**config.mk**
```make
export PLATFORM = sky130hd
export DESIGN_NAME = apb_host_port
export DESIGN_NICKNAME = d
export VERILOG_FILES = /design/src/logic/mips_pkg.sv /design/src/logic/apb_host_port.sv
export VERILOG_INCLUDE_DIRS = /design/src /design/src/logic
export SDC_FILE = /design/constraint.sdc
export NUM_CORES = 1
export LEC_CHECK = 0
export BUFFER_PORTS_ARGS = -buffer_cell sky130_fd_sc_hd__buf_2
export CAP_MARGIN = 20
export CORE_AREA = 8 8 94 96
export CTS_CLUSTER_DIAMETER = 120
export DETAILED_ROUTE_END_ITERATION = 10
export DIE_AREA = 0 0 102 104
export PLACE_DENSITY = 0.67
export SKIP_LAST_GASP = 1
export SLEW_MARGIN = 15
export SYNTH_ARGS = -nofsm -noshare
export SYNTH_HDL_FRONTEND = slang
export SYNTH_SLANG_ARGS = --single-unit
```
**constraint.sdc**
```tcl
create_clock -name clk -period 1.9 [get_ports clk]
set_clock_uncertainty 0.05 [all_clocks]
set_input_delay 0.19 -clock clk [delete_from_list [all_inputs] [get_ports clk]]
set_output_delay 0.19 -clock clk [all_outputs]
set_load 0.01 [all_outputs]
```
**src/logic/mips_defines.svh**
```systemverilog
`ifndef MIPS_DEFINES_SVH
`define MIPS_DEFINES_SVH

// Datapath and address width.
`define MIPS_XLEN 32

// Instruction memory holds this many words.
`define IMEM_DEPTH 64

// Number of general purpose registers.
`define RF_DEPTH 32

// Primary opcodes of the supported subset.
`define OP_SPECIAL 6'h00
`define OP_REGIMM 6'h01
`define OP_J 6'h02
`define OP_JAL 6'h03
`define OP_BEQ 6'h04
`define OP_BNE 6'h05
`define OP_ADDIU 6'h09
// Ends a run.
`define OP_HALT 6'h3F

// Funct codes under OP_SPECIAL.
`define FN_JR 6'h08
`define FN_ADDU 6'h21

// Branch variants passed from decode to the jump unit.
`define BV_NONE 3'd0
`define BV_JUMP 3'd1
`define BV_JUMP_REG 3'd2
`define BV_JUMP_LINK 3'd3
`define BV_BEQ 3'd4
`define BV_BNE 3'd5
`define BV_BLTZ 3'd6

// APB address map.
`define APB_ADDR_W 12
`define APB_IMEM_BASE 12'h000
`define APB_REG_BASE 12'h100
`define APB_CTRL 12'h200
`define APB_STATUS 12'h204
`define APB_PC 12'h208
`define APB_COUNT 12'h20C

`endif

```
**src/logic/mips_pkg.sv**
```systemverilog
`include "mips_defines.svh"

package mips_pkg;

	// R format view.
	typedef struct packed {
		logic [5:0] opcode;
		logic [4:0] rs;
		logic [4:0] rt;
		logic [4:0] rd;
		logic [4:0] shamt;
		logic [5:0] funct;
	} r_format_t;

	// I format view.
	typedef struct packed {
		logic [5:0]  opcode;
		logic [4:0]  rs;
		logic [4:0]  rt;
		logic [15:0] imm16;
	} i_format_t;

	// J format view.
	typedef struct packed {
		logic [5:0]  opcode;
		logic [25:0] target26;
	} j_format_t;

	// One instruction word seen through all three formats.
	typedef union packed {
		r_format_t r;
		i_format_t i;
		j_format_t j;
	} instr_t;

	// Everything the jump unit needs to resolve control flow.
	typedef struct packed {
		logic [2:0]            branch_variant;
		logic [`MIPS_XLEN-1:0] maybe_jump_address;
		logic [`MIPS_XLEN-1:0] maybe_branch_address;
		logic [`MIPS_XLEN-1:0] pc_plus_four;
	} jump_req_t;

	// Resolved control flow and the link write.
	typedef struct packed {
		logic                  pc_src;
		logic [`MIPS_XLEN-1:0] jump_address;
		logic                  branch;
		logic                  ra_write;
		logic [`MIPS_XLEN-1:0] ra_write_value;
	} jump_res_t;

	// Host side register file access.
	typedef struct packed {
		logic                  we;
		logic [4:0]            addr;
		logic [`MIPS_XLEN-1:0] wdata;
	} rf_host_t;

endpackage

```
**src/logic/apb_host_port.sv**
```systemverilog
`timescale 1ns/10ps

`include "mips_defines.svh"

// APB slave for program load, register access, run control and status.
module apb_host_port (
	input  logic                    clk,
	input  logic                    arst_n,
	input  logic                    psel,
	input  logic                    penable,
	input  logic                    pwrite,
	input  logic [`APB_ADDR_W-1:0]  paddr,
	input  logic [`MIPS_XLEN-1:0]   pwdata,
	output logic [`MIPS_XLEN-1:0]   prdata,
	output logic                    pready,
	output logic                    pslverr,
	input  logic                    busy,
	input  logic [`MIPS_XLEN-1:0]   pc,
	input  logic [`MIPS_XLEN-1:0]   retired,
	input  logic [`MIPS_XLEN-1:0]   host_rdata,
	output logic                    imem_we,
	output logic [5:0]              imem_addr,
	output logic [`MIPS_XLEN-1:0]   imem_wdata,
	output logic                    run_start,
	output mips_pkg::rf_host_t      host
);

	logic access;
	logic aligned;
	logic is_imem;
	logic is_reg;
	logic is_ctrl;
	logic is_status;
	logic is_pc;
	logic is_count;
	logic mapped;
	logic err;
	logic write_ok;

	// No wait states.
	assign pready = 1'b1;
	assign access = psel & penable;

	// Address decode. Only word aligned addresses are mapped.
	assign aligned = (paddr[1:0] == 2'b00);
	assign is_imem = aligned && paddr >= `APB_IMEM_BASE && paddr < `APB_IMEM_BASE + 4 * `IMEM_DEPTH;
	assign is_reg = aligned && paddr >= `APB_REG_BASE && paddr < `APB_REG_BASE + 4 * `RF_DEPTH;
	assign is_ctrl = (paddr == `APB_CTRL);
	assign is_status = (paddr == `APB_STATUS);
	assign is_pc = (paddr == `APB_PC);
	assign is_count = (paddr == `APB_COUNT);
	assign mapped = is_imem | is_reg | is_ctrl | is_status | is_pc | is_count;

	// Program and registers are locked while a run is in flight.
	// Instruction memory is write only.
	assign err = !mapped | (pwrite & busy & (is_imem | is_reg)) | (!pwrite & is_imem);
	assign pslverr = access & err;
	assign write_ok = access & pwrite & !err;

	assign imem_we = write_ok & is_imem;
	assign imem_addr = paddr[7:2];
	assign imem_wdata = pwdata;

	// Host port address also drives the read mux in the register file.
	assign host.we = write_ok & is_reg;
	assign host.addr = paddr[6:2];
	assign host.wdata = pwdata;

	// Start pulse is one cycle after the CTRL write completes.
	always_ff @(posedge clk or negedge arst_n) begin
		if (!arst_n)
			run_start <= 1'b0;
		else
			run_start <= write_ok & is_ctrl & pwdata[0];
	end

	always_comb begin
		prdata = '0;
		if (is_reg)
			prdata = host_rdata;
		else if (is_status)
			prdata = {{(`MIPS_XLEN-1){1'b0}}, busy};
		else if (is_pc)
			prdata = pc;
		else if (is_count)
			prdata = retired;
	end

endmodule

```
==> results by group <==
Yosys
  – Synth area leaders: buf_4 34%, mux2i_1 16%, a32o_1 16%
  – Avg Cell Area, Syn: 7.719 um2
  – Ys flop type: dfrtp_1
  – Most frequent cell after synthesis: buf_4
  – Net count after synthesis: approximately 370
  – Synth top area share: 0.3372
  – Post-synth top area cell: buf_4
  – Post-Synthesis Cell Area: 0.001737 mm2
  – Flops & latches, synth: 1
  – Sequential cell area fraction in the yosys report: 0.01441
  – Synth cell types: 30
  – Top post-synthesis cells by count: 78 x buf_4, 28 x mux2i_1, 28 x nor3_1, 27 x a32o_1, 9 x buf_2
  – Syn Inst Count: ~230
  – Number of flops mapped to enable cells by yosys: 0
  – Total number of yosys warnings: 0
  – Async S/R FF share, synth: 1.000

Global routing
  – GRT overflow: 0
  – Initial antenna violation count: 0
  – Grt met1 use: 0.1291
  – Grt peak-use layer: met2
  – Met3 usage: 0.04284
  – Tot GR Track Use: 0.1173
  – Global-route wire length before repair: roughly 10 mm
  – Largest net degree at the start of global routing: 36
  – Met2 Resource Use GR: 0.2113
  – Vias in the first global route: 2160

Floorplan
  – Row count: 32
  – Core area: between 0.007 and 0.008 mm2
  – Die H: roughly 100 um
  – Initial Util: 0.2332
  – IO Pins: 258
  – Die W: 102 um
  – Die Area: between 0.01 and 0.015 mm2

Drt
  – Drt drc: 0
  – Initial DRC Count: 37
  – First-pass DRT Iterations: 4
  – Post-route ant nets: 0
  – Via density: 4.680
  – Wire length per cell: 17.49 um
  – Routed Wire Length: 7.169 mm
  – Vias post-DR: roughly 1.9k

Critical path
  – Worst path arrival time: roughly 1.7 ns
  – Crit. path cell count: 7
  – Maximum fanout along the worst path: 10
  – Req. time, crit path: about 1.7 ns
  – Crit-path most repeated cell: buf_6
  – CP Cell Sequence: buf_6 > or4_4 > buf_6 > nor2_8 > buf_12 > a32o_1 > buf_2
  – CP peak stage delay: approximately 0.58 ns
  – Top delay family on crit path: simple AND/OR/NAND/NOR gates
  – CP Launch Type: input pin
  – WP buf/inv: 4
  – CP Class: in -> out
  – Slowest-stage cell, CP: or4_4
  – Worst Setup End Kind: primary output

Timing
  – Fin. Hold Viols: 0
  – Final min period: ~1.9 ns
  – Setup violators final: 0
  – RSZ-0062 raised after global routing: true
  – Min setup slack post-route: between 0.004 and 0.005 ns
  – Fin crit share: 0.9977
  – Final Max Slew Viols: 0
  – Fmax: about 530 MHz

Hold path
  – Hold_sp: pwdata[25]
  – Hold Path Depth: 0
  – HP Class: in -> out
  – Hold path endpoint: host[25]

Placement
  – Dpl ws: -0.1130 ns
  – Placer Congestion: between 0.7 and 0.8
  – Cells after DPL: roughly 400
  – Port Buf Inserts: approximately 160
  – DP HPWL: around 5.7 mm

Layout
  – Biggest regs: run_start (1)
  – Fillers: between 800 and 900
  – Diode count: 0
  – Layout cells sized above 1: 0.6299
  – Max FFs per register: 1
  – Largest Register: run_start
  – Finished Layout Cells: roughly 400
  – Layout area overhead: 30.04%
  – Final nets: between 400 and 500

Pwr
  – Pwr dens: about 150 mW/mm2
  – Pwr Total: 0.3465 mW
  – Pleak: 1.165 nW
  – Peak VDD IR: between 0.06 and 0.07 mV

Run
  – MaxCap Viol Count: 0

Run status
  – Status: finished clean
## what timing repair did
item,CTS,global route
hold endpoints to repair,1,0
hold buffers,1,0
gates resized for setup,1,6
gates cloned,0,3
setup endpoints to repair,11,27
pin swaps,1,12
setup buffers,3,0
## power by group
part	internal [mW]	switching (mW)	leakage (nW)
sequential	0.0217	0.0000000985	0.0140
combinational	0.171	0.153	1.15
clock	0	0	0
## cell type report
| class | instances | area, um2 | area share |
|---|---|---|---|
| multi-input cells | 126 | 1042 | 0.4615 |
| flip-flops and latches | 1 | 25.02 | 0.01108 |
| repair buffers | 180 | 1060 | 0.4693 |
| well taps | 102 | 127.6 | 0.05651 |
| inverters | 1 | 3.754 | 0.001662 |
## layer usage
metal  wire [um]  share of wire  vias up
met5           0              0        -
met4          84          0.012        0
met3         801           0.11       14
met2        3525           0.49      124
met1        2758           0.38      856
li1            -              -      925
## kinds of logic after synthesis
| kind of cell | share of synthesized area |
|---|---|
| buffers and inverters | 0.4020 |
| AND/OR/NAND/NOR | 0.1989 |
| flip-flops | 0.01441 |
| other | 0.002159 |
| AO/OA/AOI/OAI | 0.1888 |
| multiplexers | 0.1938 |
## metrics by stage
stage | util | hold WS (ns) | area (um2) | TNS, ns
final | 0.3033 | 0.3300 | 2258 | 0
after global routing | 0.3033 | 0.3300 | 2258 | -0.5964
after CTS | 0.2915 | 0.3301 | 2171 | -0.1917
after detailed placement | 0.2865 | -0.08418 | 2133 | -0.3828
after global placement | 0.2865 | -0.08471 | 2133 | -0.1869
after floorplan | - | -0.1556 | 1737 | 0
## worst max-delay path by stage
| stage | slack, ns | startpoint | end |
|---|---|---|---|
| floorplan | 0.22 | paddr[1] | pslverr |
| global placement | -0.12 | paddr[1] | prdata[27] |
| global route | -0.05 | paddr[1] | prdata[15] |
| finish | 0.004 | paddr[1] | prdata[28] |
| CTS | -0.04 | paddr[10] | prdata[31] |
| detailed placement | -0.11 | paddr[1] | prdata[27] |
## placed cells by master (no fill, tap or decap), types with 4 or more instances in the layout
cell type	count
nand2_1	7
nor3_1	25
mux2i_1	28
nor3_2	4
a21oi_1	5
a32o_1	27
mux2_2	5
buf_4	8
buf_2	161
nand4_1	6
buf_12	5
No activity file was read; power rests on OpenSTA's default activity.
