--- src/logic/mips_defines.svh ---
`ifndef MIPS_DEFINES_SVH
`define MIPS_DEFINES_SVH

// Datapath and address width.
`define MIPS_XLEN 32

// Instruction memory holds this many words.
`define IMEM_DEPTH 64

// Number of general purpose registers.
`define RF_DEPTH 32

// Primary opcodes of the supported subset.
`define OP_SPECIAL 6'h00
`define OP_REGIMM 6'h01
`define OP_J 6'h02
`define OP_JAL 6'h03
`define OP_BEQ 6'h04
`define OP_BNE 6'h05
`define OP_ADDIU 6'h09
// Ends a run.
`define OP_HALT 6'h3F

// Funct codes under OP_SPECIAL.
`define FN_JR 6'h08
`define FN_ADDU 6'h21

// Branch variants passed from decode to the jump unit.
`define BV_NONE 3'd0
`define BV_JUMP 3'd1
`define BV_JUMP_REG 3'd2
`define BV_JUMP_LINK 3'd3
`define BV_BEQ 3'd4
`define BV_BNE 3'd5
`define BV_BLTZ 3'd6

// APB address map.
`define APB_ADDR_W 12
`define APB_IMEM_BASE 12'h000
`define APB_REG_BASE 12'h100
`define APB_CTRL 12'h200
`define APB_STATUS 12'h204
`define APB_PC 12'h208
`define APB_COUNT 12'h20C

`endif

--- src/logic/mips_pkg.sv ---
`include "mips_defines.svh"

package mips_pkg;

	// R format view.
	typedef struct packed {
		logic [5:0] opcode;
		logic [4:0] rs;
		logic [4:0] rt;
		logic [4:0] rd;
		logic [4:0] shamt;
		logic [5:0] funct;
	} r_format_t;

	// I format view.
	typedef struct packed {
		logic [5:0]  opcode;
		logic [4:0]  rs;
		logic [4:0]  rt;
		logic [15:0] imm16;
	} i_format_t;

	// J format view.
	typedef struct packed {
		logic [5:0]  opcode;
		logic [25:0] target26;
	} j_format_t;

	// One instruction word seen through all three formats.
	typedef union packed {
		r_format_t r;
		i_format_t i;
		j_format_t j;
	} instr_t;

	// Everything the jump unit needs to resolve control flow.
	typedef struct packed {
		logic [2:0]            branch_variant;
		logic [`MIPS_XLEN-1:0] maybe_jump_address;
		logic [`MIPS_XLEN-1:0] maybe_branch_address;
		logic [`MIPS_XLEN-1:0] pc_plus_four;
	} jump_req_t;

	// Resolved control flow and the link write.
	typedef struct packed {
		logic                  pc_src;
		logic [`MIPS_XLEN-1:0] jump_address;
		logic                  branch;
		logic                  ra_write;
		logic [`MIPS_XLEN-1:0] ra_write_value;
	} jump_res_t;

	// Host side register file access.
	typedef struct packed {
		logic                  we;
		logic [4:0]            addr;
		logic [`MIPS_XLEN-1:0] wdata;
	} rf_host_t;

endpackage

--- src/logic/register_file.sv ---
`timescale 1ns/10ps

`include "mips_defines.svh"

// General purpose registers with two core read ports and a host port.
module register_file (
	input  logic                  clk,
	input  logic                  arst_n,
	input  logic [4:0]            rs_sel,
	input  logic [4:0]            rt_sel,
	output logic [`MIPS_XLEN-1:0] reg_rs,
	output logic [`MIPS_XLEN-1:0] reg_rt,
	input  logic                  alu_we,
	input  logic [4:0]            alu_waddr,
	input  logic [`MIPS_XLEN-1:0] alu_wdata,
	input  logic                  ra_write,
	input  logic [`MIPS_XLEN-1:0] ra_write_value,
	input  mips_pkg::rf_host_t    host,
	output logic [`MIPS_XLEN-1:0] host_rdata
);

	logic [`MIPS_XLEN-1:0] regs [`RF_DEPTH];

	always_ff @(posedge clk or negedge arst_n) begin
		if (!arst_n) begin
			for (int i = 0; i < `RF_DEPTH; i++)
				regs[i] <= '0;
		end else begin
			// Host and core writes never overlap since the host is locked out while busy.
			if (host.we && host.addr != 5'd0)
				regs[host.addr] <= host.wdata;
			if (alu_we && alu_waddr != 5'd0)
				regs[alu_waddr] <= alu_wdata;
			// JAL link goes to r31.
			if (ra_write)
				regs[31] <= ra_write_value;
		end
	end

	// r0 reads as zero.
	assign reg_rs = (rs_sel == 5'd0) ? '0 : regs[rs_sel];
	assign reg_rt = (rt_sel == 5'd0) ? '0 : regs[rt_sel];
	assign host_rdata = (host.addr == 5'd0) ? '0 : regs[host.addr];

endmodule

--- config.mk ---
export PLATFORM = sky130hd
export DESIGN_NAME = register_file
export DESIGN_NICKNAME = d
export VERILOG_FILES = /design/src/logic/mips_pkg.sv /design/src/logic/register_file.sv
export VERILOG_INCLUDE_DIRS = /design/src /design/src/logic
export SDC_FILE = /design/constraint.sdc
export NUM_CORES = 2
export LEC_CHECK = 0
export BUFFER_PORTS_ARGS = -buffer_cell sky130_fd_sc_hd__buf_2
export CELL_PAD_IN_SITES_DETAIL_PLACEMENT = 1
export CELL_PAD_IN_SITES_GLOBAL_PLACEMENT = 2
export CORE_ASPECT_RATIO = 1.2
export CORE_MARGIN = 3
export CORE_UTILIZATION = 25
export CTS_CLUSTER_DIAMETER = 80
export CTS_CLUSTER_SIZE = 30
export DETAILED_ROUTE_END_ITERATION = 10
export GPL_TIMING_DRIVEN = 0
export PLACE_DENSITY_LB_ADDON = 0.1
export SLEW_MARGIN = 0
export SYNTH_ARGS = -nofsm -noshare
export SYNTH_HDL_FRONTEND = slang
export SYNTH_SLANG_ARGS = --single-unit
--- constraint.sdc ---
create_clock -name clk -period 4.9 [get_ports clk]
set_clock_uncertainty 0.15 [all_clocks]
set_input_delay 0.735 -clock clk [delete_from_list [all_inputs] [get_ports clk]]
set_output_delay 0.735 -clock clk [all_outputs]
set_load 0.02 [all_outputs]
==> impl_metrics.py <==
metrics = {
    "status": {
        "outcome": "finished, violations left",
        "violations": "negative hold slack, max-capacitance violations, max-slew violations, negative setup slack",
    },
    "route": {
        "wl_um": 613000,
        "viasPerCell": 6.58,
        "ant_nets": 0,
        "drt_iter0_drc": 11100,
        "firstDrtPassIters": 9,
        "drc_errors": 0,
        "wl_per_cell_um": 56.4,
        "vias": 71400,
    },
    "yosys": {
        "syn_nets": 6644,
        "synth_area_leader_cell": "dfrtp_1",
        "synth_commonest_cells": "mux2i_1 (1072), dfrtp_1 (1024), mux4_2 (709)",
        "synth_most_common_cell": "mux2i_1",
        "synth_cell_types": 54,
        "synth_top_area_share": 0.359,
        "synth_edf_count": 0,
        "seq_area_frac_synth": 0.359,
        "async_flop_share": 1.00,
        "synth.area.top_cells": "dfrtp_1 (36%), mux4_2 (22%), mux2i_1 (15%)",
        "syn_avg_cell_area_um2": 10.9,
        "syn_area_mm2": 0.0713,
        "synth_seq_cells": 1024,
        "synthCells": 6523,
        "yosys_warnings": 0,
        "synth-main-ff-cell": "dfrtp_1",
    },
    "timing": {
        "rsz0062_at_grt": "no",
        "maxSlewHeadroom": -0.114,
        "finalCriticalPeriod_ps": 5200,
        "setup-tns-final_ps": -6190,
        "finalHoldViolations": 1,
        "final.setup.worst_slack_ps": -301,
        "finalCritPeriodShare": 1.06,
        "maxSlewViolCount": 262,
        "fmax_ghz": 0.192,
        "setup_viol": 64,
        "fin_hold_ws_ps": -18.0,
        "tightest_slew_ps": 1670,
    },
    "worst_hold_path": {
        "hold_depth": 3,
        "hold_path.class": "input pin to register",
        "hp-start": "ra_write_value[21]",
        "worstHoldEndpoint": "regs[21]",
    },
    "power": {
        "p_leak_nw": 32.3,
        "powerDensity_mw_per_mm2": 417,
        "ir_worst_vdd_uv": 313,
    },
    "global_route": {
        "gr-total-overflow": 0,
        "grt_pass1_wl_um": 773000,
        "grt_usage": 0.410,
        "grt_max_degree": 136,
        "antenna_found_initial": 71,
        "grt_pass1_vias": 68400,
    },
    "floorplan": {
        "rows": 214,
        "ios": 217,
        "fp.dieW_um": 494,
        "die-area_mm2": 0.292,
        "initial_utilization": 0.252,
        "core_mm2": 0.284,
        "die_y_um": 591,
    },
    "clock_network": {
        "clk-insertion-delay-late_ps": 850,
        "tritoncts": "done",
        "cts_buffers": 110,
        "cts.root.buffer_cell": "clkbuf_16",
        "path_clk_slew_ps": 70,
        "cts.sinks": 1024,
        "clockBufferDepth": 3,
        "htreeDepth": 3,
    },
    "setup_path": {
        "cpLargestDelayFamily": "buffers and inverters",
        "end_kind": "output pin",
        "r2r_end": "regs[3]",
        "worst_r2r_path_depth": 2,
        "crit_buf_inv": 5,
        "rrSetupSlack_ps": 3590,
        "slowest_stage": "buf_2",
        "critical_path_class": "input pin to output pin",
        "arrival_ps": 4320,
        "critPathMaxStageDelay_ps": 720,
        "crit_fanout": 10,
        "critPathLaunchType": "input pin",
        "crit_top_cell": "buf_2",
        "crit_chain": "buf_2, buf_6, buf_4, buf_2, mux4_2, mux2i_1, o22ai_1, a221o_1, buf_2",
        "r2r-start": "regs[3]",
        "cp.required_ps": 4010,
    },
    "run": {
        "max_cap_violations": 27,
    },
    "layout": {
        "drive_gt1_frac": 0.247,
        "syn_to_final_growth_pct": 17.1,
        "num-nets-final": 7047,
        "top_regs": "regs (1024)",
        "largest_reg_flops": 1024,
        "final_cells": 10900,
        "top_register": "regs",
    },
    "placed_design": {
        "io_buffers": 207,
        "dp.cells": 10600,
        "dp_hpwl_um": 448000,
        "gp_congestion": 1.03,
    },
}
cells by family (layout without fill, tap and decap cells):
logic type	after synthesis	in the layout	synth area share
multiplexers	1821	1821	0.381
AO/OA/AOI/OAI	1521	1521	0.126
AND/OR/NAND/NOR	1307	1307	0.0774
flip-flops	1024	1024	0.359
buffers and inverters	850	1350	0.0564
other	0	51	0
cell usage in the layout, fill, tap and decap left out, types with 23 or more instances in the layout:
master	Yosys	final
mux2i_1	1072	1071
dfrtp_1	1024	1024
mux4_2	709	709
nand2_1	619	617
a21oi_1	564	564
nor2_1	536	525
clkbuf_1	521	406
buf_2	144	311
o21ai_0	298	298
o21ai_1	182	182
buf_4	98	136
clkbuf_16	0	112
clkbuf_2	0	107
a22o_1	96	96
a211oi_1	93	71
a22oi_1	64	64
a221oi_1	56	54
diode_2	0	51
buf_6	38	46
and3_1	42	42
mux2_2	40	40
o22ai_1	43	38
o31ai_1	32	32
o221ai_1	29	29
a31oi_1	35	29
inv_1	25	25
buf_16	0	25
a221o_1	24	24
dlygate4sd3_1	0	23
report_power, final:
part           total [mW]  internal (mW)  switching, mW
combinational        11.2           4.95           6.28
clock                10.1           5.06           5.04
sequential           13.5           10.6           2.94
worst register-to-register path, delay by kind of cell, from the launching register on:
family         cells  cell delay, ps
flip-flops         1             670
AO/OA/AOI/OAI      2             410
through the flow:
stage | utilization | setup WS [ps] | hold WS (ps) | cell area (um^2) | power [mW]
global route | 0.294 | 6.35 | 43.9 | 83400 | 35.6
detailed placement | 0.277 | -1350 | 317 | 78600 | 24.3
global placement | 0.272 | -24360 | 302 | 77100 | 23.9
CTS | 0.294 | 2.27 | 8.44 | 83300 | 34.4
finish | 0.295 | -301 | -18.0 | 83500 | 34.9
floorplan | - | 1520 | 289 | 71300 | 18.9
worst max path at each step:
stage,start,endpoint,cells past startpoint
final,rs_sel[1],reg_rs[31],9
after global routing,rs_sel[1],reg_rs[31],9
after CTS,host[36],host_rdata[3],8
after detailed placement,rs_sel[2],reg_rs[24],8
after global placement,arst_n,regs[114],1
after floorplan,rt_sel[2],reg_rt[1],7
area by class of cell:
cell class                 instances  area [um^2]
clock inverter                    85         1080
multi-input combinational       4649        42000
inverter                          25         93.8
clock buffer                     124         2940
antenna                           51          128
buffer                           823         4290
timing repair buffer             293         2600
fill                           31300       200000
tap                             3780         4730
sequential                      1024        25600
per-layer routing:
| layer | GRT usage | up-vias | part of all wire |
|---|---|---|---|
| met2 | 0.599 | 5688 | 0.42 |
| met1 | 0.485 | 38500 | 0.37 |
| met4 | 0.360 | 10 | 0.11 |
| met5 | 0 | - | 0.000093 |
| li1 | - | 25400 | - |
| met3 | 0.126 | 1853 | 0.098 |
timing repair:
| action | CTS | global route |
|---|---|---|
| resized for setup | 148 | 11 |
| endpoints found under the setup margin | 96 | 9 |
| pin swaps | 1 | 0 |
| buffers inserted | 2 | 0 |
| hold endpoints to repair | 123 | 0 |
| hold buffers | 23 | 0 |
Note: power is estimated with default switching activity, not from simulation.
