$ cat config.mk
export PLATFORM = sky130hd
export DESIGN_NAME = jump_unit
export DESIGN_NICKNAME = d
export VERILOG_FILES = /design/src/logic/mips_pkg.sv /design/src/logic/jump_unit.sv
export VERILOG_INCLUDE_DIRS = /design/src /design/src/logic
export SDC_FILE = /design/constraint.sdc
export NUM_CORES = 1
export LEC_CHECK = 0
export BUFFER_PORTS_ARGS = -buffer_cell sky130_fd_sc_hd__buf_2
export CORE_AREA = 5 5 86 88
export DETAILED_ROUTE_END_ITERATION = 8
export DIE_AREA = 0 0 91 93
export GPL_TIMING_DRIVEN = 0
export SYNTH_ARGS = -nofsm -noshare
export SYNTH_HDL_FRONTEND = slang
export SYNTH_SLANG_ARGS = --single-unit
$ cat constraint.sdc
create_clock -name vclk -period 2
set_input_delay 0.2 -clock vclk [all_inputs]
set_output_delay 0.2 -clock vclk [all_outputs]
set_load 0.03 [all_outputs]
$ cat src/logic/mips_defines.svh
`ifndef MIPS_DEFINES_SVH
`define MIPS_DEFINES_SVH

// Datapath and address width.
`define MIPS_XLEN 32

// Instruction memory holds this many words.
`define IMEM_DEPTH 64

// Number of general purpose registers.
`define RF_DEPTH 32

// Primary opcodes of the supported subset.
`define OP_SPECIAL 6'h00
`define OP_REGIMM 6'h01
`define OP_J 6'h02
`define OP_JAL 6'h03
`define OP_BEQ 6'h04
`define OP_BNE 6'h05
`define OP_ADDIU 6'h09
// Ends a run.
`define OP_HALT 6'h3F

// Funct codes under OP_SPECIAL.
`define FN_JR 6'h08
`define FN_ADDU 6'h21

// Branch variants passed from decode to the jump unit.
`define BV_NONE 3'd0
`define BV_JUMP 3'd1
`define BV_JUMP_REG 3'd2
`define BV_JUMP_LINK 3'd3
`define BV_BEQ 3'd4
`define BV_BNE 3'd5
`define BV_BLTZ 3'd6

// APB address map.
`define APB_ADDR_W 12
`define APB_IMEM_BASE 12'h000
`define APB_REG_BASE 12'h100
`define APB_CTRL 12'h200
`define APB_STATUS 12'h204
`define APB_PC 12'h208
`define APB_COUNT 12'h20C

`endif

$ cat src/logic/mips_pkg.sv
`include "mips_defines.svh"

package mips_pkg;

	// R format view.
	typedef struct packed {
		logic [5:0] opcode;
		logic [4:0] rs;
		logic [4:0] rt;
		logic [4:0] rd;
		logic [4:0] shamt;
		logic [5:0] funct;
	} r_format_t;

	// I format view.
	typedef struct packed {
		logic [5:0]  opcode;
		logic [4:0]  rs;
		logic [4:0]  rt;
		logic [15:0] imm16;
	} i_format_t;

	// J format view.
	typedef struct packed {
		logic [5:0]  opcode;
		logic [25:0] target26;
	} j_format_t;

	// One instruction word seen through all three formats.
	typedef union packed {
		r_format_t r;
		i_format_t i;
		j_format_t j;
	} instr_t;

	// Everything the jump unit needs to resolve control flow.
	typedef struct packed {
		logic [2:0]            branch_variant;
		logic [`MIPS_XLEN-1:0] maybe_jump_address;
		logic [`MIPS_XLEN-1:0] maybe_branch_address;
		logic [`MIPS_XLEN-1:0] pc_plus_four;
	} jump_req_t;

	// Resolved control flow and the link write.
	typedef struct packed {
		logic                  pc_src;
		logic [`MIPS_XLEN-1:0] jump_address;
		logic                  branch;
		logic                  ra_write;
		logic [`MIPS_XLEN-1:0] ra_write_value;
	} jump_res_t;

	// Host side register file access.
	typedef struct packed {
		logic                  we;
		logic [4:0]            addr;
		logic [`MIPS_XLEN-1:0] wdata;
	} rf_host_t;

endpackage

$ cat src/logic/jump_unit.sv
`timescale 1ns/10ps

`include "mips_defines.svh"

// Decides whether the PC jumps and where it goes.
module jump_unit (
	input  mips_pkg::jump_req_t   jump_req,
	input  logic [`MIPS_XLEN-1:0] reg_rs,
	input  logic [`MIPS_XLEN-1:0] reg_rt,
	output mips_pkg::jump_res_t   jump_res
);

	// Any variant other than none is a control-flow instruction.
	assign jump_res.branch = (jump_req.branch_variant != `BV_NONE);

	// Only JAL links.
	assign jump_res.ra_write = (jump_req.branch_variant == `BV_JUMP_LINK);
	assign jump_res.ra_write_value = jump_req.pc_plus_four;

	always_comb begin
		case (jump_req.branch_variant)
			`BV_JUMP,
			`BV_JUMP_LINK: begin
				jump_res.pc_src = 1'b1;
				jump_res.jump_address = jump_req.maybe_jump_address;
			end
			`BV_JUMP_REG: begin
				// JR target comes straight from rs.
				jump_res.pc_src = 1'b1;
				jump_res.jump_address = reg_rs;
			end
			`BV_BEQ: begin
				jump_res.pc_src = (reg_rs == reg_rt);
				jump_res.jump_address = jump_req.maybe_branch_address;
			end
			`BV_BNE: begin
				jump_res.pc_src = (reg_rs != reg_rt);
				jump_res.jump_address = jump_req.maybe_branch_address;
			end
			`BV_BLTZ: begin
				// Sign test of rs.
				jump_res.pc_src = ($signed(reg_rs) < 0);
				jump_res.jump_address = jump_req.maybe_branch_address;
			end
			default: begin
				// Not taken with a zero address.
				jump_res.pc_src = 1'b0;
				jump_res.jump_address = '0;
			end
		endcase
	end

endmodule

==> flow_metrics.env, run 1 <==
export IMPL_status="finished clean"
export IMPL_layout_common_cells="buf_2 (201), buf_4 (33), a22oi_1 (32), nand3_1 (32), o21ai_0 (32)"
export IMPL_io_buffers=198
export IMPL_vias=2187
export IMPL_ir_drop_mv=0.122
export IMPL_antenna_found_initial=0
export IMPL_grt_usage_pct=15.4
export IMPL_worstSetupStartpointType="input pin"
export IMPL_fp_coreArea_um2=6570
export IMPL_synthesis_area_um2=1310
export IMPL_p_leak_nw=1.31
export IMPL_critPathMaxStageDelay_ns=0.35
export IMPL_drive_above_1_share_pct=61.0
export IMPL_gp_congestion=0.822
export IMPL_syn_nets=361
export IMPL_cp_required_ns=1.80
export IMPL_finalSetupTns_ns=0
export IMPL_overflow=0
export IMPL_dp_hpwl_um=6490
export IMPL_instances_no_fill=475
export IMPL_worst_path_max_fanout=1
export IMPL_pwr_share_clk_pct=0
export IMPL_tightest_slew_ns=0.597
export IMPL_yosysUniqueCellTypes=19
export IMPL_fp_dieW_um=91
export IMPL_regArea_um2=0
export IMPL_maxCapViolations=0
export IMPL_syn2layout_area_growth_pct=84.3
export IMPL_rsz0062_at_grt="false"
export IMPL_syn_inst=198
export IMPL_die_h_um=93
export IMPL_dp_cells=476
export IMPL_grt_pass1_wl_um=10800
export IMPL_placed_area_um2=2400
export IMPL_grt_max_degree=11
export IMPL_period_share_pct=93.1
export IMPL_combPwrFrac_pct=100.0
export IMPL_p_switching_mw=0.423
export IMPL_final_max_slew_viol_count=0
export IMPL_seq_power_share_pct=0
export IMPL_crit_top_cell="buf_2"
export IMPL_post_cts_setup_buffers=0
export IMPL_syn_area_per_cell_um2=6.59
export IMPL_drcViolationCount=0
export IMPL_viasPerCell=4.60
export IMPL_num_antenna_cells=0
export IMPL_yosysSeqAreaShare_pct=0
export IMPL_cp_slowest_cell="nor4_2"
export IMPL_crit_type="in -> out"
export IMPL_die_area_um2=8460
export IMPL_drtAntennaViolNets=0
export IMPL_std_cell_rows=30
export IMPL_max_slew_margin_pct=60.2
export IMPL_yosysWarnings=0
export IMPL_hold_viol_final=0
export IMPL_io_pins=230
export IMPL_setup_viol_count_final=0
export IMPL_wl_per_cell_um=15.7
export IMPL_nClkBuffers=0
export IMPL_drt_total_wl_um=7440
export IMPL_drt_pass1_iterations=4
export IMPL_worstPathArrival_ns=1.66
export IMPL_hold_path_class="in -> out"
export IMPL_internal_power_mw=0.279
export IMPL_critPathCaptureType="output port"
export IMPL_start_util_pct=19.9
export IMPL_final_nets=560
export IMPL_drt_iter0_markers=31
export IMPL_grt_pass1_vias=2207
export IMPL_swShare_pct=60.3
export IMPL_pwr_density_cell_nw_per_um2=292
export IMPL_fin_crit_ns=1.86
export IMPL_final_cell_area_um2=2400
export IMPL_final_common_cell="buf_2"
export IMPL_max_freq_mhz=537
export IMPL_seq_cells=0
export IMPL_path_cells="buf_2 -> xor2_1 -> nor4_2 -> nand4_1 -> nor2_2 -> mux2i_1 -> o221ai_2 -> buf_2"
==> synth_stat cells, types with 2 or more instances <==
library cell  instances  area, um2
nor4_1                6       37.5
nand3_1              32        160
nand2_1               2       7.51
o21ai_0              32        160
a22oi_1              32        240
clkbuf_1             14       52.6
nor2_1                2       7.51
nor4_2                2       25.0
buf_2                 3       15.0
buf_4                33        248
nand4_1               2       12.5
xor2_1               31        272
==> critical path, delay by kind of cell <==
family,cells,cell delay [ns]
buffers and inverters,2,0.29
and+or+nand+nor,3,0.66
muxes,1,0.23
AOI/OAI and AO/OA,1,0.12
xor gates and xnor gates,1,0.16
==> cells by family after synthesis <==
group,share of synthesized area (%)
AO/OA/AOI/OAI,31.8
XOR/XNOR,22.1
buffers and inverters,24.2
multiplexers,0.767
AND/OR/NAND/NOR,21.2
==> final cells by class <==
cell class	instances	area (um2)
Buffer	49	312
Timing Repair Buffer	198	991
Tap cell	80	100
Fill cell	719	4160
Multi-Input combinational cell	148	1000
==> per-layer routing <==
| layer | routed length [um] | vias to the layer above | track usage, % |
|---|---|---|---|
| met3 | 791 | 0 | 3.62 |
| met4 | 0 | 0 | 0 |
| li1 | - | 1092 | - |
| met2 | 3710 | 127 | 29.4 |
| met5 | 0 | - | 0 |
| met1 | 2930 | 968 | 18.6 |
==> power by group through the flow <==
stage | Combinational, mW | Clock [mW] | Sequential [mW]
floorplan | 0.413 | 0 | 0
global placement | 0.698 | 0 | 0
detailed placement | 0.702 | 0 | 0
CTS | 0.705 | 0 | 0
global route | 0.757 | 0 | 0
finish | 0.702 | 0 | 0
==> repair_timing <==
item                                    CTS  global route
hold buffers                              0             0
endpoints found under the setup margin    0             8
resized for setup                         0             2
==> metrics by stage <==
stage	hold slack [ns]	power [mW]	utilization [%]	setup slack [ns]
after global routing	0.656	0.757	36.6	0.0146
after CTS	0.653	0.705	36.5	0.0441
final	0.651	0.702	36.6	0.137
after global placement	0.653	0.698	36.5	0.0357
after detailed placement	0.653	0.702	36.5	0.0502
after floorplan	0.532	0.413	-	0.349
==> worst paths after layout <==
check                          end  cells past startpoint  slack [ns]          from
worst min-delay path  jump_res[18]                      2        0.65  jump_req[18]
worst max-delay path  jump_res[66]                      8        0.14     reg_rt[6]
Power figures use the tool's default switching activity.
==> inputs of run 2 (changes only) <==
CELL_PAD_IN_SITES_DETAIL_PLACEMENT = 0   (was not set)
CELL_PAD_IN_SITES_GLOBAL_PLACEMENT = 1   (was not set)
CORE_AREA = not set   (was 5 5 86 88)
CORE_MARGIN = 5   (was not set)
CORE_UTILIZATION = 15   (was not set)
DIE_AREA = not set   (was 0 0 91 93)
PLACE_DENSITY_LB_ADDON = 0.1   (was not set)
clock period = 1.8 ns   (was 2 ns; I/O delays follow)
==> run 2 against run 1 <==
Combinational power is 14% higher. Design area increased by 5.3%. Wire length grew 3.5%. Sequential share of layout area unchanged. Count of clock-buffer cells in the layout unchanged. Critical path depth unchanged. Hold slack got worse by 0.041 ns. First-iteration DRC count rose by 120%. Largest cell class unchanged. Largest power group unchanged.
==> flow_metrics.env, run 2 (synthesized netlist as in run 1, its figures left out) <==
export IMPL_pre_cts_ws_ns=-0.207
export IMPL_drive_above_1_share_pct=62.5
export IMPL_syn2layout_area_growth_pct=94.1
export IMPL_die_h_um=103
export IMPL_instances_no_fill=503
export IMPL_layout_common_cells="buf_2 (193), buf_4 (33), a22oi_1 (32), nand3_1 (32), o21ai_0 (32)"
export IMPL_critPathCaptureType="output port"
export IMPL_viasPerCell=4.34
export IMPL_maxCapViolations=0
export IMPL_layout_setup_ws_ns=0.0417
export IMPL_dp_hpwl_um=6820
export IMPL_num_antenna_cells=0
export IMPL_grt_pass1_wl_um=10700
export IMPL_ir_drop_mv=0.127
export IMPL_std_cell_rows=34
export IMPL_setup_viol_count_final=0
export IMPL_finalSetupTns_ns=0
export IMPL_pwr_density_cell_nw_per_um2=316
export IMPL_grt_usage_pct=12.6
export IMPL_cp_endpoint="jump_res[66]"
export IMPL_final_max_slew_viol_count=0
export IMPL_critPathLaunch="reg_rt[14]"
export IMPL_hold_viol_final=0
export IMPL_final_common_cell="buf_2"
export IMPL_final_util_pct=29.5
export IMPL_fp_coreArea_um2=8590
export IMPL_wl_per_cell_um=15.3
export IMPL_regArea_um2=0
export IMPL_grt_max_degree=15
export IMPL_p_leak_nw=1.34
export IMPL_drt_iter0_markers=68
export IMPL_final_nets=560
export IMPL_status="finished clean"
export IMPL_die_area_um2=10700
export IMPL_nClkBuffers=0
export IMPL_fin_crit_ns=1.76
export IMPL_gp_congestion=0.680
export IMPL_crit_type="in -> out"
export IMPL_worstSetupStartpointType="input pin"
export IMPL_seq_cells=0
export IMPL_dp_cells=504
export IMPL_rsz0062_at_grt="true"
export IMPL_io_pins=230
export IMPL_fillCellCount=1011
export IMPL_max_freq_mhz=569
export IMPL_overflow=0
export IMPL_hold_path_class="in -> out"
export IMPL_worst_path_max_fanout=1
export IMPL_max_slew_margin_pct=66.4
export IMPL_min_path_cells=2
export IMPL_whs_ns=0.611
export IMPL_worstPathArrival_ns=1.58
export IMPL_multi_input_area_um2=1050
export IMPL_antenna_found_initial=0
export IMPL_cp_required_ns=1.62
export IMPL_fp_dieW_um=103
export IMPL_start_util_pct=15.2
export IMPL_drcViolationCount=0
export IMPL_grt_pass1_vias=2207
export IMPL_io_buffers=198
export IMPL_tightest_slew_ns=0.504
export IMPL_post_cts_setup_buffers=0
export IMPL_vias=2184
export IMPL_drtAntennaViolNets=0
export IMPL_period_share_pct=97.7
export IMPL_drt_total_wl_um=7690
export IMPL_drt_pass1_iterations=4
## run 2: changes by cell type in the layout (fill, tap and decap cells not counted), sizes merged
cell    change
clkbuf      +3
buf         -3
## run 2: per-stage QoR
stage | total power [mW] | area (um2)
final | 0.799 | 2530
after global routing | 0.870 | 2530
after CTS | 0.803 | 2500
after detailed placement | 0.780 | 2430
after global placement | 0.778 | 2430
after floorplan | 0.459 | 1310
## run 2: layout make-up
| type | count | area share [%] |
|---|---|---|
| Timing Repair Buffer | 198 | 40.4 |
| Multi-Input combinational cell | 148 | 41.6 |
| Tap cell | 108 | 5.34 |
| Buffer | 49 | 12.7 |
## run 2: timing repair
action | 4_1_cts | 5_1_grt
cloned | 0 | 0
hold buffers | 0 | 0
pin swaps | 9 | 6
gates resized for setup | 13 | 11
setup endpoints to repair | 4 | 30
## run 2: where the power goes
| group | total [mW] | switching [mW] | internal [mW] |
|---|---|---|---|
| registers | 0 | 0 | 0 |
| logic | 0.799 | 0.474 | 0.325 |
| clock network | 0 | 0 | 0 |
| total | 0.799 | 0.474 | 0.325 |
## run 2: critical path: stages
cell and delay (ns):
buf_2 0.11, xor2_2 0.18, nor4_4 0.31, nand4_1 0.15, nor2_2 0.16, mux2i_1 0.22, o221ai_2 0.11, buf_6 0.15
## run 2: worst min-delay path by stage
stage | slack [ns] | endpoint | from
4_1_cts | 0.61 | jump_res[1] | jump_req[1]
2_1_floorplan | 0.49 | jump_res[0] | jump_req[0]
5_1_grt | 0.62 | jump_res[12] | jump_req[12]
3_5_place_dp | 0.61 | jump_res[1] | jump_req[1]
3_3_place_gp | 0.61 | jump_res[12] | jump_req[12]
6_report | 0.61 | jump_res[27] | jump_req[27]
## run 2: routing by layer
metal	track usage, %	wire length [um]
met2	24.7	4000
met3	1.95	879
met4	0.299	19
met1	15.1	2790
met5	0	0
