### config.mk
export PLATFORM = sky130hd
export DESIGN_NAME = decoder
export DESIGN_NICKNAME = d
export VERILOG_FILES = /design/src/logic/mips_pkg.sv /design/src/logic/decoder.sv
export VERILOG_INCLUDE_DIRS = /design/src /design/src/logic
export SDC_FILE = /design/constraint.sdc
export NUM_CORES = 1
export LEC_CHECK = 0
export BUFFER_PORTS_ARGS = -buffer_cell sky130_fd_sc_hd__buf_4
export CORE_AREA = 2 2 107 109
export DETAILED_ROUTE_END_ITERATION = 8
export DIE_AREA = 0 0 109 111
export GPL_ROUTABILITY_DRIVEN = 0
export PLACE_DENSITY = 0.76
export SETUP_SLACK_MARGIN = 0.3
export SLEW_MARGIN = 20
export SYNTH_ARGS = -nofsm -noshare
export SYNTH_HDL_FRONTEND = slang
export SYNTH_SLANG_ARGS = --single-unit
export TNS_END_PERCENT = 30
### constraint.sdc
create_clock -name vclk -period 6.91
set_input_delay 0.691 -clock vclk [all_inputs]
set_output_delay 0.691 -clock vclk [all_outputs]
set_load 0.005 [all_outputs]
### src/logic/mips_defines.svh
`ifndef MIPS_DEFINES_SVH
`define MIPS_DEFINES_SVH

// Datapath and address width.
`define MIPS_XLEN 32

// Instruction memory holds this many words.
`define IMEM_DEPTH 64

// Number of general purpose registers.
`define RF_DEPTH 32

// Primary opcodes of the supported subset.
`define OP_SPECIAL 6'h00
`define OP_REGIMM 6'h01
`define OP_J 6'h02
`define OP_JAL 6'h03
`define OP_BEQ 6'h04
`define OP_BNE 6'h05
`define OP_ADDIU 6'h09
// Ends a run.
`define OP_HALT 6'h3F

// Funct codes under OP_SPECIAL.
`define FN_JR 6'h08
`define FN_ADDU 6'h21

// Branch variants passed from decode to the jump unit.
`define BV_NONE 3'd0
`define BV_JUMP 3'd1
`define BV_JUMP_REG 3'd2
`define BV_JUMP_LINK 3'd3
`define BV_BEQ 3'd4
`define BV_BNE 3'd5
`define BV_BLTZ 3'd6

// APB address map.
`define APB_ADDR_W 12
`define APB_IMEM_BASE 12'h000
`define APB_REG_BASE 12'h100
`define APB_CTRL 12'h200
`define APB_STATUS 12'h204
`define APB_PC 12'h208
`define APB_COUNT 12'h20C

`endif

### src/logic/mips_pkg.sv
`include "mips_defines.svh"

package mips_pkg;

	// R format view.
	typedef struct packed {
		logic [5:0] opcode;
		logic [4:0] rs;
		logic [4:0] rt;
		logic [4:0] rd;
		logic [4:0] shamt;
		logic [5:0] funct;
	} r_format_t;

	// I format view.
	typedef struct packed {
		logic [5:0]  opcode;
		logic [4:0]  rs;
		logic [4:0]  rt;
		logic [15:0] imm16;
	} i_format_t;

	// J format view.
	typedef struct packed {
		logic [5:0]  opcode;
		logic [25:0] target26;
	} j_format_t;

	// One instruction word seen through all three formats.
	typedef union packed {
		r_format_t r;
		i_format_t i;
		j_format_t j;
	} instr_t;

	// Everything the jump unit needs to resolve control flow.
	typedef struct packed {
		logic [2:0]            branch_variant;
		logic [`MIPS_XLEN-1:0] maybe_jump_address;
		logic [`MIPS_XLEN-1:0] maybe_branch_address;
		logic [`MIPS_XLEN-1:0] pc_plus_four;
	} jump_req_t;

	// Resolved control flow and the link write.
	typedef struct packed {
		logic                  pc_src;
		logic [`MIPS_XLEN-1:0] jump_address;
		logic                  branch;
		logic                  ra_write;
		logic [`MIPS_XLEN-1:0] ra_write_value;
	} jump_res_t;

	// Host side register file access.
	typedef struct packed {
		logic                  we;
		logic [4:0]            addr;
		logic [`MIPS_XLEN-1:0] wdata;
	} rf_host_t;

endpackage

### src/logic/decoder.sv
`timescale 1ns/10ps

`include "mips_defines.svh"

// Splits the instruction word into register selects, the ALU write and the jump request.
module decoder (
	input  mips_pkg::instr_t         instr,
	input  logic [`MIPS_XLEN-1:0]    pc_plus_four,
	input  logic [`MIPS_XLEN-1:0]    reg_rs,
	input  logic [`MIPS_XLEN-1:0]    reg_rt,
	output logic [4:0]               rs_sel,
	output logic [4:0]               rt_sel,
	output logic                     alu_we,
	output logic [4:0]               alu_waddr,
	output logic [`MIPS_XLEN-1:0]    alu_wdata,
	output mips_pkg::jump_req_t      jump_req
);

	// Sign extended immediate for ADDIU and the branch offset.
	logic [`MIPS_XLEN-1:0] imm_sext;

	assign imm_sext = {{(`MIPS_XLEN-16){instr.i.imm16[15]}}, instr.i.imm16};

	// The rs and rt fields sit in the same place in the R and I views.
	assign rs_sel = instr.r.rs;
	assign rt_sel = instr.r.rt;

	// Branch target is relative to the next word.
	assign jump_req.maybe_branch_address = pc_plus_four + (imm_sext << 2);

	// Jump target stays inside the current 256 MB region.
	assign jump_req.maybe_jump_address = {pc_plus_four[31:28], instr.j.target26, 2'b00};

	assign jump_req.pc_plus_four = pc_plus_four;

	always_comb begin
		// Unknown opcodes and HALT fall through as no-ops.
		alu_we = 1'b0;
		alu_waddr = instr.r.rd;
		alu_wdata = reg_rs + reg_rt;
		jump_req.branch_variant = `BV_NONE;
		case (instr.r.opcode)
			`OP_SPECIAL: begin
				case (instr.r.funct)
					`FN_ADDU: alu_we = 1'b1;
					`FN_JR: jump_req.branch_variant = `BV_JUMP_REG;
					default: ;
				endcase
			end
			`OP_ADDIU: begin
				// I format writes rt, not rd.
				alu_we = 1'b1;
				alu_waddr = instr.i.rt;
				alu_wdata = reg_rs + imm_sext;
			end
			`OP_BEQ: jump_req.branch_variant = `BV_BEQ;
			`OP_BNE: jump_req.branch_variant = `BV_BNE;
			`OP_REGIMM: begin
				// Only rt of zero (BLTZ) is supported under REGIMM.
				if (instr.i.rt == 5'd0)
					jump_req.branch_variant = `BV_BLTZ;
			end
			`OP_J: jump_req.branch_variant = `BV_JUMP;
			`OP_JAL: jump_req.branch_variant = `BV_JUMP_LINK;
			default: ;
		endcase
	end

endmodule

==> flow_metrics.tcl, run 1 <==
set metrics [dict create \
    synth_top_area_share_pct 17.91 \
    fillCellCount 1119 \
    endpoint_kind "output pin" \
    p_leak_uw 0.003094 \
    startpoint_type "primary input" \
    ir_drop_uv 58.21 \
    tightest_slew_ns 0.5688 \
    grtUsageMet2_pct 37.35 \
    hold_class "primary input to output pin" \
    vias 4910 \
    drc 0 \
    seqPwrFrac_pct 0 \
    area_growth_pct 32.72 \
    antenna_found_initial 0 \
    dp_cells 915 \
    die_y_um 111 \
    ys_top_cells_by_area "ha_1, buf_4, a21o_1" \
    final.period_utilization_pct 75.71 \
    drt_iter0_drc 220 \
    vias_per_cell 5.366 \
    yosys_warnings 0 \
    boundaryPins 275 \
    ys_seq_area_share_pct 0 \
    firstDrtPassIters 5 \
    cp_max_fo 40 \
    synth_cells 612 \
    power.internal_uw 316.7 \
    grt_usage_pct 22.00 \
    wire_per_inst_um 15.69 \
    fin_crit_ns 5.232 \
    report.power.total_uw 594.8 \
    tns_ns 0 \
    crit_type "primary input to output pin" \
    maxCapViolations 0 \
    hpwl_um 12340 \
    use_met3_pct 2.175 \
    slew_violations 0 \
    cts_hold_buf 0 \
    die_area_um2 12100 \
    powerDensity_nw_per_um2 101.8 \
    grt_use_met1_pct 30.97 \
    yosysTopAreaCell "ha_1" \
    multi_input_area_um2 3685 \
    core_um2 11080 \
    row_count 39 \
    rsz0062_at_grt "no" \
    setup_violations 0 \
    cp.required_ns 6.22 \
    grt_pass1_wl_um 21850 \
    grt_max_degree 41 \
    crit_arrival_ns 4.54 \
    busiest_layer "met2" \
    die_w_um 109 \
    regArea_um2 0 \
    ant_nets 0 \
    synth.distinct_cells 59 \
    synth_area_um2 4402 \
    cts_setup_buffers 0 \
    drive_gt1_share_pct 36.79 \
    final_nets 967 \
    cts_resized 0 \
    grt_pass1_vias 4454 \
    diodes 0 \
    maxClockFrequency_mhz 191.2 \
    nClkBuffers 0 \
    wirelength_um 14350 \
    nFlopsAndLatches 0 \
    port_buffers 252 \
    p_switching_uw 278.2 \
    combPwrFrac_pct 100.0 \
    p_sw_share_pct 46.76 \
    maxSlewHeadroom_pct 62.08 \
    grt_remaining_overflow 0 \
    status "finished clean" \
    syn_avg_cell_area_um2 7.192 \
    fin_cells 915 \
    hold_violations 0 \
    power_frac_clock_pct 0 \
    start_util_pct 39.74 \
]
## layout make-up
type	count	area share [%]
inverters	19	1.221
multi-input cells	499	63.08
well taps	143	3.063
repair buffers	254	32.64
## routing by layer
layer	share of wire, %	up-vias	wire, um
li1	-	2486	-
met1	44	2226	6285
met2	48	186	6898
met3	7.5	12	1072
met4	0.66	0	95
met5	0	-	0
## kinds of logic (layout without fill, tap and decap cells)
logic type                 after synthesis  after routing  share of synthesized area, %
AOI/OAI and AO/OA                      208            208                         32.06
xor gates and xnor gates                55             55                         10.94
other                                    1              2                       0.08519
muxes                                   20             20                         5.117
adders and majority gates               65             65                         18.82
buffers and inverters                  114            273                         16.37
and+or+nand+nor                        149            149                         16.60
## layout by cell type, fill, tap and decap left out, types with 4 or more instances in the layout
cell type	n
xor2_1	25
nand2_1	45
nor3_1	6
ha_1	63
and3_1	5
nor2_1	36
o21bai_1	5
nand4_1	8
o211ai_1	8
a31oi_1	10
nor2b_1	7
o21a_1	13
buf_4	254
xnor2_1	30
o41ai_1	5
nand2b_1	5
inv_1	19
nand3_1	13
a21o_1	54
and2_1	4
o21ai_1	7
o21ai_0	20
a21oi_1	51
mux2_2	20
## critical path, cell delays in order
cell and delay (ns):
buf_4 0.12, nor4b_1 0.49, nand3b_1 0.13, buf_4 0.29, mux2_2 0.29, ha_1 0.15
inv_1 0.05, fa_1 0.39, nor2b_1 0.18, o2111ai_1 0.14, a21oi_1 0.33, o21bai_1 0.15
a21boi_1 0.23, a31oi_1 0.22, o41ai_1 0.39, xor2_1 0.18, buf_4 0.12
## synthesized netlist by cell type (3+ instances only)
master	instances
o21a_1	13
nand4_1	8
ha_1	63
o2111ai_1	3
o21bai_1	5
and3_1	5
a221o_1	3
xnor2_1	30
o211ai_1	8
nand2b_1	5
inv_1	19
a211oi_1	3
o21ai_1	7
a221oi_1	3
nor4_1	3
o41ai_1	5
xor2_1	25
a21oi_1	51
nand2_1	45
and2_1	4
o21ai_0	20
nand3_1	13
nor2b_1	7
buf_4	76
a211o_1	3
nor2_1	36
a31oi_1	10
mux2_2	20
nand3b_1	3
a21o_1	54
clkbuf_1	16
nor3_1	6
## stage by stage
stage	area [um^2]	util [%]	hold slack [ns]	setup slack (ns)
after floorplan	4405	-	1.416	2.341
final	5842	52.74	1.382	1.679
after global routing	5842	52.74	1.382	1.390
after global placement	5842	52.74	1.382	1.804
after detailed placement	5842	52.74	1.382	1.699
after CTS	5842	52.74	1.382	1.700
## worst paths after layout
path | from | to | slack [ns] | depth (start not counted)
max | instr[31] | alu_wdata[30] | 1.68 | 17
min | instr[24] | rs_sel[3] | 1.38 | 0
## power by group through the flow
stage | clock network, uW | logic, uW | registers (uW)
6_report | 0 | 595 | 0
5_1_grt | 0 | 651 | 0
4_1_cts | 0 | 595 | 0
3_5_place_dp | 0 | 592 | 0
3_3_place_gp | 0 | 591 | 0
2_1_floorplan | 0 | 346 | 0
(Power assumes the default switching activity.)
==> run 2, diff against run 1 <==
- CORE_AREA: 2 2 107 109 -> default
- CORE_ASPECT_RATIO: default -> 0.6
- CORE_MARGIN: default -> 1
- CORE_UTILIZATION: default -> 41
- DIE_AREA: 0 0 109 111 -> default
- PLACE_DENSITY: 0.76 -> 0.8
- clock period: 6.91 -> 4.5 ns (I/O delays scaled with it)
==> run 2 against run 1 <==
Core utilization rose by 9.1 points. Largest cell class unchanged. Global-route usage rose by 5.8 points. Combinational power rose by 70%. Cell area rose by 7.2%. Highest routed layer unchanged. Routed wire length rose by 17%. Total power rose by 70%. Critical path type unchanged. Clock-buffer cell count did not move.
==> flow_metrics.tcl, run 2 (same netlist as run 1, synthesis figures left out) <==
set metrics [dict create \
    status "finished clean" \
    vias 5321 \
    ant_nets 0 \
    row_count 28 \
    drive_gt1_share_pct 42.24 \
    startpoint_type "primary input" \
    grt_remaining_overflow 0 \
    endpoint_kind "output pin" \
    ir_drop_uv 85.99 \
    die_w_um 135.8 \
    vias_per_cell 5.734 \
    drt_iter0_drc 367 \
    core_um2 10120 \
    cp.required_ns 4.05 \
    grt_pass1_vias 4965 \
    maxCapViolations 0 \
    nFlopsAndLatches 0 \
    critPathMaxStageDelay_ns 0.41 \
    port_buffers 252 \
    maxClockFrequency_mhz 241.3 \
    start_util_pct 43.48 \
    setup_violations 0 \
    holdCritStartpoint "instr[23]" \
    die_y_um 82.26 \
    layout_commonest_cell "buf_4" \
    diodes 0 \
    hold_class "primary input to output pin" \
    grt_usage_pct 27.84 \
    rsz0062_at_grt "yes" \
    die_area_um2 11170 \
    final_nets 988 \
    cp_cell_sequence "buf_8 -> nor4b_4 -> nand3b_1 -> buf_6 -> buf_12 -> mux2_2 -> ha_1 -> a21oi_1 -> nor2_1 -> a211oi_1 -> a21boi_2 -> a2bb2oi_2 -> and4b_1 -> or3_1 -> buf_4" \
    wirelength_um 16840 \
    area_growth_pct 42.27 \
    path_buf_inv 4 \
    p_leak_uw 0.003273 \
    maxSlewHeadroom_pct 58.53 \
    antenna_found_initial 0 \
    regArea_um2 0 \
    post-place-ws_ns -0.09416 \
    placed_area_um2 5897 \
    drc 0 \
    cts_hold_buf 0 \
    critPathTopFamily "simple AND/OR/NAND/NOR gates" \
    critPathSlowestCell "a211oi_1" \
    dp_cells 914 \
    postLayoutCellArea_um2 6262 \
    cp-startpoint "instr[30]" \
    slew_violations 0 \
    grt_pass1_wl_um 24730 \
    fin_crit_ns 4.145 \
    mostFrequentLayoutCells "buf_4, ha_1, a21o_1" \
    final.period_utilization_pct 92.11 \
    crit_arrival_ns 3.69 \
    wire_per_inst_um 18.15 \
    fin_cells 928 \
    firstDrtPassIters 5 \
    holdWs_ns 0.9000 \
    boundaryPins 275 \
    hpwl_um 13690 \
    grt_max_degree 34 \
    nClkBuffers 0 \
    powerDensity_nw_per_um2 161.2 \
    final_util_pct 61.85 \
    tightest_slew_ns 0.6220 \
    hold_violations 0 \
    cp_max_fo 17 \
    crit_type "primary input to output pin" \
    worst_slack_ns 0.3551 \
]
## run 2: metal layers
metal / vias up / GRT usage (%) / wire length (um)
met2: 302 / 47.81 / 7841
met5: - / 0 / 0
met1: 2461 / 36.97 / 7175
li1: 2524 / - / -
met3: 34 / 4.701 / 1532
met4: 0 / 4.831 / 289
## run 2: what timing repair did
action,4_1_cts,5_1_grt
gates cloned,0,1
pin swaps,7,19
endpoints found under the setup margin,12,16
gates resized for setup,15,37
buffers inserted,4,9
## run 2: through the flow
| stage | setup TNS [ns] | total power, uW |
|---|---|---|
| after floorplan | 0 | 531.1 |
| after global placement | 0 | 919.4 |
| after global routing | 0 | 1093 |
| after CTS | 0 | 961.4 |
| final | 0 | 1009 |
| after detailed placement | -0.1463 | 937.9 |
## run 2: final timing paths
check  slack [ns]  cells after the start             to
max          0.36                     15  alu_wdata[28]
min          0.90                      0   jump_req[89]
## run 2: area by class of cell
type                       instances  area [um^2]
multi-input combinational        499         3896
timing repair buffer             275         2126
tap                              135        168.9
inverter                          19        71.32
fill                             924         3862
## run 2: power by group
part | switching [uW] | total [uW] | internal (uW)
Combinational | 487 | 1010 | 522
Clock | 0 | 0 | 0
Sequential | 0 | 0 | 0
Total | 487 | 1010 | 522
